**src/common/pipe_pkg.sv**
```systemverilog
package pipe_pkg;

    // ========================================
    // alu operation select
    // ========================================
    localparam logic [3:0] ALU_ADD  = 4'd0;
    localparam logic [3:0] ALU_SUB  = 4'd1;
    localparam logic [3:0] ALU_SLL  = 4'd2;
    localparam logic [3:0] ALU_SLT  = 4'd3;   // signed compare
    localparam logic [3:0] ALU_SLTU = 4'd4;   // unsigned compare
    localparam logic [3:0] ALU_XOR  = 4'd5;
    localparam logic [3:0] ALU_SRL  = 4'd6;
    localparam logic [3:0] ALU_SRA  = 4'd7;   // keeps the sign bit
    localparam logic [3:0] ALU_OR   = 4'd8;
    localparam logic [3:0] ALU_AND  = 4'd9;

    // ========================================
    // data memory access type
    // ========================================
    // same values as funct3 of the load opcode
    // bits [1:0] give the size, bit 2 marks unsigned
    // stores reuse LB/LH/LW for SB/SH/SW
    localparam logic [2:0] DMEM_LB  = 3'b000;
    localparam logic [2:0] DMEM_LH  = 3'b001;
    localparam logic [2:0] DMEM_LW  = 3'b010;
    localparam logic [2:0] DMEM_LBU = 3'b100;
    localparam logic [2:0] DMEM_LHU = 3'b101;

    // ========================================
    // writeback result source, one-hot
    // ========================================
    localparam logic [3:0] RES_ALU = 4'b0001;  // alu result
    localparam logic [3:0] RES_MEM = 4'b0010;  // load data
    localparam logic [3:0] RES_PC4 = 4'b0100;  // jal / jalr link
    localparam logic [3:0] RES_IMM = 4'b1000;  // lui

    // bit positions of the one-hot select
    localparam int RES_ALU_BIT = 0;
    localparam int RES_MEM_BIT = 1;
    localparam int RES_PC4_BIT = 2;
    localparam int RES_IMM_BIT = 3;

    // ========================================
    // data ram geometry
    // ========================================
    localparam int DMEM_WORDS = 256;                 // 1 KiB of data
    localparam int DMEM_AW    = $clog2(DMEM_WORDS);  // word address bits

    // size field of a memory access
    localparam logic [1:0] SIZE_B = 2'b00;
    localparam logic [1:0] SIZE_H = 2'b01;
    localparam logic [1:0] SIZE_W = 2'b10;

endpackage

```
**src/mem_stage/mem_stage.sv**
```systemverilog
module mem_stage import pipe_pkg::*; (
    input  logic               clk,
    input  logic               resetn,

    // EXE/MEM register
    input  logic [31:0]        alu_result_e_i,   // also the memory address
    input  logic [31:0]        store_data_e_i,
    input  logic [2:0]         dmem_type_e_i,
    input  logic               dmem_we_e_i,
    input  logic [31:0]        imm_e_i,
    input  logic [31:0]        pc_plus4_e_i,
    input  logic               reg_write_en_e_i,
    input  logic [4:0]         rd_idx_e_i,
    input  logic [3:0]         result_src_e_i,

    // data ram port
    output logic [DMEM_AW-1:0] ram_addr_o,
    output logic [3:0]         ram_be_o,
    output logic [31:0]        ram_wdata_o,
    output logic               ram_we_o,

    // MEM/WB register
    output logic [31:0]        alu_result_m_o,
    output logic [31:0]        imm_m_o,
    output logic [31:0]        pc_plus4_m_o,
    output logic               reg_write_en_m_o,
    output logic [4:0]         rd_idx_m_o,
    output logic [3:0]         result_src_m_o,
    output logic [2:0]         dmem_type_m_o,
    output logic [1:0]         byte_off_m_o,

    // forwarding value of the instruction in this stage
    output logic [31:0]        bypass_m_o
);

    logic [1:0] byte_off;
    logic [1:0] size;

    assign byte_off = alu_result_e_i[1:0];
    assign size     = dmem_type_e_i[1:0];          // sign bit does not matter here

    // ========================================
    // ram request
    // ========================================
    assign ram_addr_o = alu_result_e_i[DMEM_AW+1:2];  // word address
    assign ram_we_o   = dmem_we_e_i;

    // store data is copied into every lane it may land in
    always_comb begin
        case (size)
            SIZE_B:  ram_wdata_o = {4{store_data_e_i[7:0]}};
            SIZE_H:  ram_wdata_o = {2{store_data_e_i[15:0]}};
            default: ram_wdata_o = store_data_e_i;
        endcase
    end

    // byte lane mask from size and offset
    always_comb begin
        case (size)
            SIZE_B:  ram_be_o = 4'b0001 << byte_off;
            SIZE_H:  ram_be_o = 4'b0011 << {byte_off[1], 1'b0};  // halfword aligned
            SIZE_W:  ram_be_o = 4'b1111;
            default: ram_be_o = 4'b1111;
        endcase
    end

    // ========================================
    // bypass
    // ========================================
    // load data is not ready yet, a load gives its address here
    always_comb begin
        if (result_src_e_i[RES_PC4_BIT])
            bypass_m_o = pc_plus4_e_i;
        else if (result_src_e_i[RES_IMM_BIT])
            bypass_m_o = imm_e_i;
        else
            bypass_m_o = alu_result_e_i;
    end

    // ========================================
    // MEM/WB register
    // ========================================
    always_ff @(posedge clk) begin
        if (!resetn)
            reg_write_en_m_o <= 1'b0;
        else
            reg_write_en_m_o <= reg_write_en_e_i;
    end

    always_ff @(posedge clk) begin
        alu_result_m_o <= alu_result_e_i;
        imm_m_o        <= imm_e_i;
        pc_plus4_m_o   <= pc_plus4_e_i;
        rd_idx_m_o     <= rd_idx_e_i;
        result_src_m_o <= result_src_e_i;
        dmem_type_m_o  <= dmem_type_e_i;   // load extraction in wb
        byte_off_m_o   <= byte_off;        // lines up with ram_rdata
    end

endmodule

```
**config.mk**
```make
export PLATFORM = sky130hd
export DESIGN_NAME = mem_stage
export DESIGN_NICKNAME = d
export VERILOG_FILES = /design/src/common/pipe_pkg.sv /design/src/mem_stage/mem_stage.sv
export SDC_FILE = /design/constraint.sdc
export NUM_CORES = 1
export LEC_CHECK = 0
export ABC_CLOCK_PERIOD_IN_PS = 1900
export BUFFER_PORTS_ARGS = -buffer_cell sky130_fd_sc_hd__buf_4
export CAP_MARGIN = 20
export CORE_AREA = 2 2 131 133
export CTS_CLUSTER_DIAMETER = 60
export DETAILED_ROUTE_END_ITERATION = 10
export DIE_AREA = 0 0 133 135
export HOLD_SLACK_MARGIN = 0.08
export PLACE_DENSITY = 0.52
export SYNTH_ARGS = -nofsm -noshare
export SYNTH_HDL_FRONTEND = slang
export SYNTH_SLANG_ARGS = --single-unit
```
**constraint.sdc**
```tcl
create_clock -name clk -period 1.9 [get_ports clk]
set_input_delay 0.38 -clock clk [delete_from_list [all_inputs] [get_ports clk]]
set_output_delay 0.38 -clock clk [all_outputs]
set_load 0.02 [all_outputs]
```
==> results.toml <==
[worst_setup_path]
start_kind = "input port"
path_class = "in -> out"
cp_num_buf_inv = 2
critPathMostFrequentCell = "buf_4"
crit_end = "ram_wdata_o[11]"
cp.arrival_ns = 1.29
path_depth = 4
max_stage_delay_ns = 0.37
crit_chain = "buf_4 > nor2_4 > mux2_2 > buf_4"
crit_required_ns = 1.52
cp_slowest_cell = "mux2_2"
worstSetupStartpoint = "dmem_type_e_i[0]"
critPathCaptureType = "output pin"
cp_max_fo = 8
crit_family = "multiplexers"

[power_and_ir_drop]
swShare_pct = 28.86
pwr-share-seq_pct = 44.0
p_switching_mw = 1.600
vdd_drop_max_v = 0.0004382
clockPowerShare_pct = 33.7
powerDensity_nw_per_um2 = 875.8
p_leak_nw = 3.184
p_int_mw = 3.943
comb_power_share_pct = 22.2

[floorplanning]
io_pins = 332
coreArea_um2 = 16410
core.rowCount = 47
die_y_um = 135
dieArea_um2 = 17960
start_util_pct = 21.25
die_x_um = 133

[global_route]
grt_max_degree = 33
antenna_found_initial = 0
grt_use_total_pct = 13.78
first_global_vias = 3260
grt_pass1_wl_um = 18660
grt_overflow_total = 0

[min_path]
hold_path.class = "in -> reg"

[sta]
post-route-period-util_pct = 88.01
finalSetupViolations = 0
setup_tns_ns = 0
slew_violations = 0
max_freq_ghz = 0.5980
finalHoldViolations = 0
grt_setup_unrepaired = "no"
tightest_slew_ns = 0.2739
period_minus_slack_ns = 1.672
relSlewSlack_pct = 81.70

[final_layout]
antennaDiodeCount = 0
drive_gt1_share_pct = 61.41
final_cell_mix = "buf_4 (337), dfxtp_1 (109), mux2i_1 (40), nand2_1 (40), o21ai_1 (36)"
area_growth_pct = 81.52
fill_cells = 1645
final_nets = 748
design_area_um2 = 6330
final_common_cell = "buf_4"

[clock_tree]
cts_hold_buf = 0
htreeDepth = 3
cts_resized = 0
numCtsBuffers = 9
cts_buffer_depth = 2
cts_tree = "built"
cts_root_buffer = "clkbuf_16"
cts.sinks = 109
post_cts_buffers = 0
clkTransAtPathRegs_ns = 0.09

[placed_design]
place_hpwl_um = 10650
placed_cell_area_um2 = 6027
portBuffers = 329
gp_congestion = 0.8490

[detailed_routing]
route.detailed.drc = 0
dr.pass1.iters = 4
drt_iter0_drc = 56
ant_nets = 0
wirelength_um = 12770
routed_via_density = 3.895
vias = 3229
wl_per_cell_um = 15.41

[synthesis]
synth_top_family_by_area = "multiplexers"
synthCells = 288
synthesis.nets = 432
ys_seq_area_share_pct = 62.58
ys_warn_count = 0
yosys-mux-area-fraction_pct = 16.65
synth-xor-area-share_pct = 0
synth_compound_area_share_pct = 6.817
synth_cell_types = 19
synthSimpleGateAreaFrac_pct = 5.095
netlist_area_um2 = 3487
avgSynthCellArea_um2 = 12.11
synthAdderAreaFrac_pct = 0
ys_ff_latch = 109

[flow_run]
max-cap-violations = 0

[outcome]
status = "finished clean"
## final cells by class
type | count | area, um2 | share of cell area, %
timing repair buffer | 339 | 2570 | 40.60
sequential | 109 | 2182 | 34.47
multi-input combinational | 144 | 996.0 | 15.73
tap | 220 | 275.3 | 4.349
clock buffer | 9 | 225.2 | 3.558
clock inverter | 7 | 77.57 | 1.226
inverter | 1 | 3.754 | 0.05930
## how the worst min path moves through the flow
stage               depth (start not counted)          startpoint                  to
global placement                            1    dmem_type_e_i[2]    dmem_type_m_o[2]
CTS                                         1    dmem_type_e_i[2]    dmem_type_m_o[2]
global route                                1       rd_idx_e_i[0]       rd_idx_m_o[0]
detailed placement                          1   result_src_e_i[0]   result_src_m_o[0]
floorplan                                   0  alu_result_e_i[10]  alu_result_m_o[10]
finish                                      1       rd_idx_e_i[3]       rd_idx_m_o[3]
## per-layer routing
layer  share of wire (%)  up-vias  wire, um  GRT usage [%]
met5                   0        -         0              0
met4                 1.6        0       199          4.421
met3                  11       14      1364          5.668
met2                  52      212      6629          25.30
met1                  36     1425      4577          14.28
li1                    -     1578         -              -
## cell usage after synthesis, drive strengths merged
library cell,n,area share (%)
clkbuf,1,0.39
o21ai,40,6.0
and2,1,0.18
o21bai,2,0.43
dfxtp,109,63
mux2,16,5.2
inv,1,0.11
nor2,2,0.43
nand2,40,4.3
nand2b,1,0.18
a21o,2,0.43
buf,33,8.4
mux2i,40,11
## registers in the layout (all words and copies together) (netlist names)
name and count:
dmem_type_m_o 3, reg_write_en_m_o 1, byte_off_m_o 1, result_src_m_o 4, rd_idx_m_o 5, alu_result_m_o 31, imm_m_o 32, pc_plus4_m_o 32
## cell families (layout without fill, tap and decap cells)
family | count (synthesis) | after routing
flops | 109 | 109
simple gates | 44 | 44
buf+inv | 35 | 356
mux | 56 | 56
compound gates | 44 | 44
## power groups by stage
| stage | clock network [mW] | logic [mW] | registers (mW) |
|---|---|---|---|
| 3_3_place_gp | 0 | 1.24 | 2.49 |
| 3_5_place_dp | 0 | 1.25 | 2.50 |
| 6_report | 1.87 | 1.23 | 2.44 |
| 2_1_floorplan | 0 | 0.421 | 2.65 |
| 5_1_grt | 2.04 | 1.31 | 2.45 |
| 4_1_cts | 1.94 | 1.25 | 2.44 |
## per-stage QoR
step | utilization (%) | setup slack [ns] | cells | total power [mW] | hold slack (ns)
2_1_floorplan | - | 0.4269 | 288 | 3.072 | 0.4077
3_3_place_gp | 36.73 | 0.2250 | 813 | 3.738 | 0.4842
3_5_place_dp | 36.73 | 0.2132 | 813 | 3.743 | 0.4856
4_1_cts | 38.58 | 0.2116 | 829 | 5.630 | 0.1034
5_1_grt | 38.58 | 0.1438 | 829 | 5.804 | 0.09005
6_report | 38.58 | 0.2279 | 829 | 5.543 | 0.1189
No activity file was read; power rests on OpenSTA's default activity.
