## config.mk

```make
export PLATFORM = sky130hd
export DESIGN_NAME = wb_stage
export DESIGN_NICKNAME = d
export VERILOG_FILES = /design/src/common/pipe_pkg.sv /design/src/design/wb_stage.sv
export SDC_FILE = /design/constraint.sdc
export NUM_CORES = 1
export LEC_CHECK = 0
export CORE_AREA = 2 2 70 72
export DETAILED_ROUTE_END_ITERATION = 8
export DIE_AREA = 0 0 72 74
export DONT_BUFFER_PORTS = 1
export PLACE_DENSITY_LB_ADDON = 0.1
export SETUP_SLACK_MARGIN = 0.3
export SYNTH_ARGS = -nofsm -noshare
export SYNTH_HDL_FRONTEND = slang
export SYNTH_SLANG_ARGS = --single-unit
```

## constraint.sdc

```tcl
create_clock -name vclk -period 4.5
set_input_delay 1.35 -clock vclk [all_inputs]
set_output_delay 1.35 -clock vclk [all_outputs]
set_load 0.01 [all_outputs]
```

## src/common/pipe_pkg.sv

```systemverilog
package pipe_pkg;

    // ========================================
    // alu operation select
    // ========================================
    localparam logic [3:0] ALU_ADD  = 4'd0;
    localparam logic [3:0] ALU_SUB  = 4'd1;
    localparam logic [3:0] ALU_SLL  = 4'd2;
    localparam logic [3:0] ALU_SLT  = 4'd3;   // signed compare
    localparam logic [3:0] ALU_SLTU = 4'd4;   // unsigned compare
    localparam logic [3:0] ALU_XOR  = 4'd5;
    localparam logic [3:0] ALU_SRL  = 4'd6;
    localparam logic [3:0] ALU_SRA  = 4'd7;   // keeps the sign bit
    localparam logic [3:0] ALU_OR   = 4'd8;
    localparam logic [3:0] ALU_AND  = 4'd9;

    // ========================================
    // data memory access type
    // ========================================
    // same values as funct3 of the load opcode
    // bits [1:0] give the size, bit 2 marks unsigned
    // stores reuse LB/LH/LW for SB/SH/SW
    localparam logic [2:0] DMEM_LB  = 3'b000;
    localparam logic [2:0] DMEM_LH  = 3'b001;
    localparam logic [2:0] DMEM_LW  = 3'b010;
    localparam logic [2:0] DMEM_LBU = 3'b100;
    localparam logic [2:0] DMEM_LHU = 3'b101;

    // ========================================
    // writeback result source, one-hot
    // ========================================
    localparam logic [3:0] RES_ALU = 4'b0001;  // alu result
    localparam logic [3:0] RES_MEM = 4'b0010;  // load data
    localparam logic [3:0] RES_PC4 = 4'b0100;  // jal / jalr link
    localparam logic [3:0] RES_IMM = 4'b1000;  // lui

    // bit positions of the one-hot select
    localparam int RES_ALU_BIT = 0;
    localparam int RES_MEM_BIT = 1;
    localparam int RES_PC4_BIT = 2;
    localparam int RES_IMM_BIT = 3;

    // ========================================
    // data ram geometry
    // ========================================
    localparam int DMEM_WORDS = 256;                 // 1 KiB of data
    localparam int DMEM_AW    = $clog2(DMEM_WORDS);  // word address bits

    // size field of a memory access
    localparam logic [1:0] SIZE_B = 2'b00;
    localparam logic [1:0] SIZE_H = 2'b01;
    localparam logic [1:0] SIZE_W = 2'b10;

endpackage

```

## src/design/wb_stage.sv

```systemverilog
module wb_stage import pipe_pkg::*; (
    // MEM/WB register
    input  logic [31:0] alu_result_m_i,
    input  logic [31:0] imm_m_i,
    input  logic [31:0] pc_plus4_m_i,
    input  logic        reg_write_en_m_i,
    input  logic [4:0]  rd_idx_m_i,
    input  logic [3:0]  result_src_m_i,    // one-hot
    input  logic [2:0]  dmem_type_m_i,
    input  logic [1:0]  byte_off_m_i,
    input  logic [31:0] ram_rdata_i,       // word read in the previous cycle

    // register file write port
    output logic        wb_en_o,
    output logic [4:0]  wb_idx_o,
    output logic [31:0] wb_data_o
);

    logic [31:0] shifted;
    logic [31:0] load_data;

    // ========================================
    // load extraction
    // ========================================
    assign shifted = ram_rdata_i >> {byte_off_m_i, 3'b000};  // addressed byte to lane 0

    always_comb begin
        case (dmem_type_m_i)
            DMEM_LB:  load_data = {{24{shifted[7]}}, shifted[7:0]};
            DMEM_LH:  load_data = {{16{shifted[15]}}, shifted[15:0]};
            DMEM_LBU: load_data = {24'd0, shifted[7:0]};
            DMEM_LHU: load_data = {16'd0, shifted[15:0]};
            default:  load_data = ram_rdata_i;   // lw
        endcase
    end

    // ========================================
    // result select
    // ========================================
    // and-or mux on the one-hot select
    assign wb_data_o = ({32{result_src_m_i[RES_ALU_BIT]}} & alu_result_m_i)
                     | ({32{result_src_m_i[RES_MEM_BIT]}} & load_data)
                     | ({32{result_src_m_i[RES_PC4_BIT]}} & pc_plus4_m_i)
                     | ({32{result_src_m_i[RES_IMM_BIT]}} & imm_m_i);

    assign wb_en_o  = reg_write_en_m_i;
    assign wb_idx_o = rd_idx_m_i;

endmodule

```

==> key figures, run 1 <==
Placed design
  • Hpwl dp: 4994 um
  • Placed instance count: 209
  • PortBufs: 0
  • Area post-placement: 1190 sq um
  • GPL Wtd Cong: 0.7399

Power and ir drop
  • P_sw: 67.05 uW
  • Seq pwr share: 0%
  • Total Power: 116.6 uW
  • Cell-internal power: 49.56 uW
  • LEAKAGE: 0.3232 nW
  • Clock power frac: 0%
  • P per Cell Area: 98.00 nW/um^2
  • Switching share of total power: 57.50%
  • Part of the power in combinational logic: 100.0%
  • Max IR drop VDD: 0.03354 mV

Drt
  • Post-route ant nets: 0
  • Starting DRT DRC Count: 150
  • Vias post-DR: 1,584
  • Total wire length: 5882 um
  • Routed len/inst: 28.14 um
  • DRT Pass-1 Iters: 8
  • Vias per Instance: 7.579
  • Number of remaining DRC errors: 0

Cells and area
  • # nets final: 300
  • Synth-to-layout area growth: -5.185%
  • Seq_cells: 0
  • Ant diodes: 0
  • Share of post-route cells with drive strength above 1: 3.226%
  • Sequential Area: 0 sq um
  • Fillers: 500
  • Cell Count, Final, Fillers Out: 209
  • Design area: 1190 sq um
  • Multi-input combinational cell area: 1119 sq um
  • Clock tree buffer count of the final layout: 0

Global routing
  • Number of global-route vias before repair: 1,511
  • Initial antenna violation count: 0
  • Global route overflow: 0
  • Largest net degree at the start of global routing: 33
  • Global-route wire length before repair: 8024 um
  • Total track usage: 19.27%

Hold path
  • Hold path startpoint: rd_idx_m_i[2]
  • Hold path depth: 0
  • Hold WC Path Type: input port to output pin
  • Min-Delay Endpoint: wb_idx_o[2]

Synthesis
  • Cell area after synthesis: 1255 sq um
  • Share of the synthesized area in the top cell type: 25.52%
  • Sequential area share after synthesis: 0%
  • Cells after synthesis: 181
  • Distinct cells, synth: 31
  • Syn Area/Cell: 6.933 sq um
  • Top cells by count, synth: 32 x a222oi_1, 31 x o21ai_0, 16 x a21boi_0
  • Largest area contributor in the netlist: a222oi_1
  • Warning count from the yosys run: 0
  • Most common cell in the netlist: a222oi_1
  • Top post-synthesis cells by area: a222oi_1 26%, o21ai_0 12%, a21boi_0 9.6%
  • Post-Syn Nets: 324

STA
  • Final TNS setup: 0 ns
  • Max Clock Freq: 253.7 MHz
  • Slew @ Worst Pin: 0.7017 ns
  • Pins over their slew limit: 0
  • Final hold violation count: 0
  • Unrepaired setup endpoints after global routing: false
  • Max-slew headroom: 53.19%
  • Final setup vio count: 0
  • Period minus WS final: 3.941 ns
  • Fin crit share: 87.58%

Worst setup path
  • Critical path required time: 3.15 ns
  • Worst path slowest cell: a221oi_4
  • Worst path arrival time: 2.59 ns
  • Crit path max fanout: 25
  • Crit end category: output pin
  • Worst stage delay on the critical path: 0.59 ns
  • Worst Setup SP: byte_off_m_i[0]
  • Worst setup SP type: input port
  • Kind of critical path: input port to output pin
  • Crit-path cells: mux2i_1 > o21ai_1 > a221oi_4 > o21ai_0

Die
  • # IOs: 181
  • Starting Density: 27.29%
  • Die extent in y: 74 um
  • Rows: 25
  • Die width: 72 um
  • Die Area: 5328 sq um
  • CORE AREA: 4598 sq um

Clocking
  • Post-CTS Resized: 0
  • Post-CTS Hold Fix Bufs: 0
  • # Post-CTS Setup Buffers: 0

Status
  • Outcome: completed

Flow run
  • Max cap viols: 0
-- worst max-delay path: cells and delay by family --
| kind | cells | cell delay (ns) |
|---|---|---|
| mux | 1 | 0.19 |
| compound gates | 3 | 1.05 |
-- per-layer routing --
| layer | wire length, um | vias up | GRT usage, % |
|---|---|---|---|
| li1 | - | 713 | - |
| met5 | 0 | - | 0 |
| met1 | 2326 | 729 | 24.17 |
| met3 | 479 | 6 | 2.033 |
| met4 | 72 | 0 | 2.725 |
| met2 | 3003 | 136 | 36.42 |
-- how the worst max path moves through the flow --
| stage | endpoint | cells past startpoint | slack [ns] |
|---|---|---|---|
| after CTS | wb_data_o[24] | 4 | 0.57 |
| after floorplan | wb_data_o[10] | 7 | 0.69 |
| after detailed placement | wb_data_o[24] | 4 | 0.57 |
| after global placement | wb_data_o[29] | 4 | 0.66 |
| after global routing | wb_data_o[21] | 4 | 0.44 |
| final | wb_data_o[26] | 4 | 0.56 |
-- cells in the final DEF, fill, tap and decap left out, drive strengths merged --
master / synthesis / layout
nor2: 2 / 2
o21a: 1 / 1
a21boi: 16 / 16
mux2i: 9 / 9
inv: 1 / 1
nor3: 2 / 2
and2b: 1 / 1
o2bb2ai: 7 / 7
nand3: 1 / 1
a21oi: 15 / 15
and2: 1 / 1
o21ai: 33 / 33
nand2: 9 / 9
a221o: 1 / 1
nor2b: 9 / 9
nor3b: 1 / 1
mux2: 2 / 2
o211ai: 8 / 8
a221oi: 1 / 1
a31oi: 1 / 1
a222oi: 32 / 32
or2: 1 / 1
nand3b: 1 / 1
-- power by group through the flow --
| stage | Sequential [mW] | Clock, mW | Combinational (mW) |
|---|---|---|---|
| detailed placement | 0 | 0 | 0.117 |
| finish | 0 | 0 | 0.117 |
| global route | 0 | 0 | 0.128 |
| global placement | 0 | 0 | 0.115 |
| floorplan | 0 | 0 | 0.119 |
| CTS | 0 | 0 | 0.117 |
-- per-stage QoR --
| step | utilization [%] | hold WS, ns | setup slack [ns] |
|---|---|---|---|
| 2_1_floorplan | - | 2.792 | 0.6945 |
| 3_3_place_gp | 25.88 | 2.700 | 0.6593 |
| 3_5_place_dp | 25.88 | 2.700 | 0.5673 |
| 4_1_cts | 25.88 | 2.700 | 0.5667 |
| 5_1_grt | 25.88 | 2.700 | 0.4445 |
| 6_report | 25.88 | 2.700 | 0.5589 |
-- cells by family (layout without fill, tap and decap cells) --
| logic type | Yosys count | in the layout | share of synthesized area [%] |
|---|---|---|---|
| AO/OA/AOI/OAI | 115 | 115 | 67.90 |
| AND/OR/NAND/NOR | 28 | 28 | 11.97 |
| buffers and inverters | 27 | 1 | 10.87 |
| multiplexers | 11 | 11 | 9.272 |
-- layout make-up --
type	count	area share, %
well taps	54	5.678
multi-input cells	154	94.01
inverters	1	0.3155
No activity file was read; power rests on OpenSTA's default activity.
==> inputs of run 2 (changes only) <==
--- a/config.mk
+++ b/config.mk
@@ -5,11 +5,12 @@
 export SDC_FILE = /design/constraint.sdc
 export NUM_CORES = 1
 export LEC_CHECK = 0
-export CORE_AREA = 2 2 70 72
+export ABC_AREA = 1
+export CORE_ASPECT_RATIO = 0.7
+export CORE_MARGIN = 2
+export CORE_UTILIZATION = 30
 export DETAILED_ROUTE_END_ITERATION = 8
-export DIE_AREA = 0 0 72 74
 export DONT_BUFFER_PORTS = 1
-export PLACE_DENSITY_LB_ADDON = 0.1
 export SETUP_SLACK_MARGIN = 0.3
 export SYNTH_ARGS = -nofsm -noshare
 export SYNTH_HDL_FRONTEND = slang
==> run 2 against run 1 <==
- synthesized cell count up 82%
- maximum frequency grew 8.3%
- power up 22%
- cell count up 78%
- critical path type unchanged
- largest power group unchanged
- highest routed layer unchanged
==> key figures, run 2 <==
Worst setup path
  • Worst path arrival time: 2.29 ns (was 2.59 ns)
  • Crit path max fanout: 32 (was 25)
  • Crit end category: output pin (unchanged)
  • Worst setup SP type: input port (unchanged)
  • Kind of critical path: input port to output pin (unchanged)
  • Critical path required time: 3.15 ns (about the same)

Synthesis
  • Compound-Gate Fraction of Synth Area: 43.32% (was 67.90%)
  • Adder-cell share of the synthesized area: 0% (unchanged)
  • Top cells by count, synth: 107 x nand2_1, 67 x a21oi_1, 28 x o21ai_0 (was 32 x a222oi_1, 31 x o21ai_0, 16 x a21boi_0)
  • Largest area contributor in the netlist: nand2_1 (was a222oi_1)
  • Top post-synthesis cells by area: nand2_1 25%, a21oi_1 21%, a22o_1 13% (was a222oi_1 26%, o21ai_0 12%, a21boi_0 9.6%)
  • Syn Area/Cell: 4.864 sq um (was 6.933 sq um)
  • Post-Synth Simple-Gate Area: 39.33% (was 11.96%)
  • Cells after synthesis: 329 (was 181)
  • Share of the synthesized area in the top cell type: 25.10% (was 25.52%)
  • Synth Area in XOR/XNOR: 0% (unchanged)
  • Most common cell in the netlist: nand2_1 (was a222oi_1)
  • Distinct cells, synth: 19 (was 31)
  • Largest family of logic cells by synthesized area: compound AO/OA/AOI/OAI gates (unchanged)
  • Cell area after synthesis: 1600 sq um (was 1255 sq um)
  • Warning count from the yosys run: 0 (unchanged)
  • Post-synthesis mux area share: 0% (was 9.272%)
  • Post-Syn Nets: 472 (was 324)
  • Sequential area share after synthesis: 0% (unchanged)

Die
  • Die Area: 5944 sq um (was 5328 sq um)
  • Rows: 22 (was 25)
  • CORE AREA: 5202 sq um (was 4598 sq um)
  • Starting Density: 30.76% (was 27.29%)
  • # IOs: 181 (unchanged)
  • Die extent in y: 65.11 um (was 74 um)
  • Die width: 91.30 um (was 72 um)

STA
  • Final hold violation count: 0 (unchanged)
  • Max Clock Freq: 274.8 MHz (was 253.7 MHz)
  • Unrepaired setup endpoints after global routing: false (unchanged)
  • Final TNS setup: 0 ns (unchanged)
  • Period minus WS final: 3.639 ns (was 3.941 ns)
  • Max-slew headroom: 78.94% (was 53.19%)
  • Final setup vio count: 0 (unchanged)
  • Slew @ Worst Pin: 0.3159 ns (was 0.7017 ns)
  • Fin crit share: 80.86% (was 87.58%)
  • Pins over their slew limit: 0 (unchanged)

Flow run
  • Max cap viols: 0 (unchanged)

Cells and area
  • Synth-to-layout area growth: -3.988% (was -5.185%)
  • Seq_cells: 0 (unchanged)
  • Most frequent cells in the layout: 107 x nand2_1, 67 x a21oi_1, 28 x o21ai_0, 26 x inv_1, 24 x a22o_1 (was 32 x a222oi_1, 31 x o21ai_0, 16 x a21boi_0, 15 x a21oi_1)
  • Sequential Area: 0 sq um (unchanged)
  • Share of post-route cells with drive strength above 1: 3.333% (was 3.226%)
  • Clock tree buffer count of the final layout: 0 (unchanged)
  • Multi-input combinational cell area: 1323 sq um (was 1119 sq um)
  • Ant diodes: 0 (unchanged)
  • Cell Count, Final, Fillers Out: 372 (was 209)
  • # nets final: 445 (was 300)
  • Most common cell after layout, fill and taps aside: nand2_1 (was a222oi_1)
  • Fillers: 621 (was 500)

Drt
  • Total wire length: 6223 um (was 5882 um)
  • Starting DRT DRC Count: 82 (was 150)
  • Number of remaining DRC errors: 0 (unchanged)
  • Vias per Instance: 5.737 (was 7.579)
  • DRT Pass-1 Iters: 4 (was 8)
  • Vias post-DR: 2,134 (was 1,584)
  • Routed len/inst: 16.73 um (was 28.14 um)
  • Post-route ant nets: 0 (unchanged)

Placed design
  • Hpwl dp: 5068 um (was 4994 um)
  • PortBufs: 0 (unchanged)
  • Placed instance count: 372 (was 209)
  • GPL Wtd Cong: 0.9623 (was 0.7399)

Global routing
  • Number of global-route vias before repair: 1,793 (was 1,511)
  • Total track usage: 18.92% (was 19.27%)
  • Global-route wire length before repair: 9080 um (was 8024 um)
  • Initial antenna violation count: 0 (unchanged)
  • Global route overflow: 0 (unchanged)
  • Largest net degree at the start of global routing: 33 (unchanged)

Clocking
  • Post-CTS Hold Fix Bufs: 0 (unchanged)
  • # Post-CTS Setup Buffers: 0 (unchanged)
  • Post-CTS Resized: 0 (unchanged)

Power and ir drop
  • Max IR drop VDD: 0.02114 mV (was 0.03354 mV)
  • LEAKAGE: 0.7342 nW (was 0.3232 nW)
  • P per Cell Area: 92.40 nW/um^2 (was 98.00 nW/um^2)

Hold path
  • Hold WC Path Type: input port to output pin (unchanged)

Status
  • Outcome: completed (unchanged)
==> run 2: final cells by class <==
type                            instances  area share, %
Tap cell                               72          5.863
Timing Repair Buffer                    2         0.9772
Multi-Input combinational cell        269          86.08
Inverter                               29          7.085
==> run 2: final timing paths <==
kind	start	cells past startpoint	endpoint
min	rd_idx_m_i[4]	0	wb_idx_o[4]
max	byte_off_m_i[0]	8	wb_data_o[25]
==> run 2: metal layers <==
layer  vias to the layer above  global-route usage [%]  part of all wire, %
li1                       1053                       -                    -
met1                       959                   26.18                   41
met2                       120                   31.48                   45
met3                         2                   5.046                   13
met4                         0                  0.1894                0.080
met5                         -                       0                    0
==> run 2: worst max-delay path, stage by stage <==
cell,delay [ns]
inv_2,0.19
nand2_1,0.09
nand3_1,0.07
nand2_1,0.08
nand2_2,0.09
nand3_4,0.17
nand2_1,0.12
nand2_1,0.10
==> run 2: cells by family (layout without fill, tap and decap cells) <==
kind of cell / Yosys count / count (layout)
compound gates: 120 / 120
simple gates: 149 / 149
buf+inv: 60 / 31
==> run 2: report_power, final <==
group | switching [mW] | internal [mW] | leakage, nW | total, mW
Clock | 0 | 0 | 0 | 0
Sequential | 0 | 0 | 0 | 0
Combinational | 0.0874 | 0.0546 | 0.734 | 0.142
Total | 0.0874 | 0.0546 | 0.734 | 0.142
==> run 2: stage by stage <==
| step | total power, mW | area [sq um] | utilization (%) | hold WS [ns] | setup WS, ns |
|---|---|---|---|---|---|
| floorplan | 0.1452 | 1600 | - | 2.792 | 0.9657 |
| detailed placement | 0.1423 | 1536 | 29.53 | 2.700 | 0.8423 |
| finish | 0.1420 | 1536 | 29.53 | 2.700 | 0.8615 |
| CTS | 0.1430 | 1536 | 29.53 | 2.700 | 0.8376 |
| global route | 0.1616 | 1536 | 29.53 | 2.700 | 0.6849 |
| global placement | 0.1400 | 1536 | 29.53 | 2.700 | 0.8961 |
==> inputs of run 3 (changes only) <==
==> constraint.sdc (replaced) <==
create_clock -name vclk -period 3.01
set_input_delay 0.903 -clock vclk [all_inputs]
set_output_delay 0.903 -clock vclk [all_outputs]
set_load 0.01 [all_outputs]
==> run 3 against run 2 <==
- hold slack lost 0.89 ns
- critical path depth unchanged
- clock-buffer cell count is the same
- die area unchanged
- cell count stayed put
- global-route usage down 1.1 points
- flip-flop and latch count is the same
- highest routed layer is now met3
==> key figures, run 3 (same netlist as run 2, synthesis figures left out) <==
STA
  • Final setup vio count: 0 (unchanged)
  • Unrepaired setup endpoints after global routing: true (was false)
  • Max-slew headroom: 79.07% (was 78.94%)
  • Final TNS setup: 0 ns (unchanged)
  • Final hold violation count: 0 (unchanged)
  • Pins over their slew limit: 0 (unchanged)
  • Max Clock Freq: 380.6 MHz
  • Worst Slack Setup Final: 0.3823 ns (was 0.8615 ns)
  • Period minus WS final: 2.628 ns
  • Slew @ Worst Pin: 0.3139 ns (was 0.3159 ns)
  • Fin crit share: 87.30%

Drt
  • Starting DRT DRC Count: 89 (was 82)
  • WL met2: 2769 um (was 2821 um)
  • Top Layer Used: met3 (was met4)
  • Routed len/inst: 16.69 um (was 16.73 um)
  • Total wire length: 6209 um (was 6223 um)
  • Vias per Instance: 5.680 (was 5.737)
  • WL met1: 2667 um (was 2582 um)
  • Routed length on met3: 773 um (was 814 um)
  • Post-route ant nets: 0 (unchanged)
  • DRT Pass-1 Iters: 4 (unchanged)
  • Vias post-DR: 2,113 (was 2,134)
  • Number of remaining DRC errors: 0 (unchanged)

Worst setup path
  • Worst path arrival time: 1.72 ns (was 2.29 ns)
  • Worst setup SP type: input port (unchanged)
  • Critical path required time: 2.11 ns (was 3.15 ns)
  • Kind of critical path: input port to output pin (unchanged)
  • Crit end category: output pin (unchanged)
  • Crit path max fanout: 32 (unchanged)
  • Worst path bufs/invs: 1 (unchanged)
  • Crit-path cells: inv_6 > nand2_1 > nand3_1 > nand2_1 > nand2_2 > nand3_4 > nand2_1 > nand2_1 (was inv_2 > nand2_1 > nand3_1 > nand2_1 > nand2_2 > nand3_4 > nand2_1 > nand2_1)
  • Top delay family on crit path: simple AND/OR/NAND/NOR gates (unchanged)
  • Worst path slowest cell: nand3_4 (was inv_2)
  • Most used cell, CP: nand2_1 (unchanged)
  • Worst stage delay on the critical path: 0.18 ns (was 0.19 ns)

Cells and area
  • Share of post-route cells with drive strength above 1: 4.000% (was 3.333%)
  • # nets final: 445 (unchanged)
  • Seq_cells: 0 (unchanged)
  • Synth-to-layout area growth: -3.127% (was -3.988%)
  • Fillers: 612 (was 621)
  • Most frequent cells in the layout: 107 x nand2_1, 67 x a21oi_1, 28 x o21ai_0, 25 x inv_1, 24 x a22o_1 (was 107 x nand2_1, 67 x a21oi_1, 28 x o21ai_0, 26 x inv_1, 24 x a22o_1)
  • Core Util, Final: 29.80% (was 29.53%)
  • Most common cell after layout, fill and taps aside: nand2_1 (unchanged)
  • Ant diodes: 0 (unchanged)
  • Design area: 1550 sq um (was 1536 sq um)
  • Clock tree buffer count of the final layout: 0 (unchanged)
  • Sequential Area: 0 sq um (unchanged)

Power and ir drop
  • P per Cell Area: 136.6 nW/um^2 (was 92.40 nW/um^2)
  • Max IR drop VDD: 0.03707 mV (was 0.02114 mV)
  • Total Power: 211.7 uW (was 142.0 uW)
  • LEAKAGE: 0.7314 nW (was 0.7342 nW)

Placed design
  • Hpwl dp: 5083 um (was 5068 um)
  • Area post-placement: 1536 sq um (unchanged)
  • GPL Wtd Cong: 0.9511 (was 0.9623)
  • Pre-CTS WS: 0.2362 ns (was 0.8423 ns)
  • PortBufs: 0 (unchanged)

Die
  • Die Area: 5944 sq um (unchanged)
  • Die extent in y: 65.11 um (unchanged)
  • Die width: 91.30 um (unchanged)
  • Starting Density: 30.76% (unchanged)
  • # IOs: 181 (unchanged)
  • CORE AREA: 5202 sq um (unchanged)
  • Rows: 22 (unchanged)

Clocking
  • # Post-CTS Setup Buffers: 0 (unchanged)

Global routing
  • Largest net degree at the start of global routing: 33 (unchanged)
  • Number of global-route vias before repair: 1,723 (was 1,793)
  • Total track usage: 17.78% (was 18.92%)
  • Initial antenna violation count: 0 (unchanged)
  • Global route overflow: 0 (unchanged)
  • Global-route wire length before repair: 8562 um (was 9080 um)

Flow run
  • Max cap viols: 0 (unchanged)

Hold path
  • Hold WC Path Type: input port to output pin (unchanged)

Status
  • Outcome: completed (unchanged)
## run 3: changes by cell type in the layout (fill, tap and decap cells not counted), sizes merged
cell | before | now
clkinvlp | 0 | 1
inv | 29 | 28
## run 3: routing by layer
metal  vias up  GRT usage, %
met2       121         30.00
met3         0         5.390
met1       938         23.68
met5         -             0
li1       1054             -
met4         0        0.7576
## run 3: layout make-up
| class | instances | area, sq um | area share [%] |
|---|---|---|---|
| Multi-Input combinational cell | 269 | 1328 | 85.63 |
| Inverter | 29 | 117.6 | 7.587 |
| Tap cell | 72 | 90.09 | 5.811 |
| Timing Repair Buffer | 2 | 15.01 | 0.9685 |
## run 3: where the power goes
group,internal (mW),switching (mW)
logic,0.0823,0.129
registers,0,0
clock network,0,0
## run 3: final timing paths
check                  startpoint             to  slack [ns]  depth (start not counted)
hold / removal      rd_idx_m_i[4]    wb_idx_o[4]        1.81                          0
setup / recovery  byte_off_m_i[0]  wb_data_o[22]        0.38                          8
## run 3: repair_timing
action	CTS	global route
endpoints found under the setup margin	24	24
resized for setup	1	3
hold buffers	0	0
pin swaps	0	2
## run 3: through the flow
stage	instances	hold WS, ns
detailed placement	372	1.806
finish	372	1.806
global placement	372	1.806
global route	372	1.806
CTS	372	1.806
floorplan	329	1.898
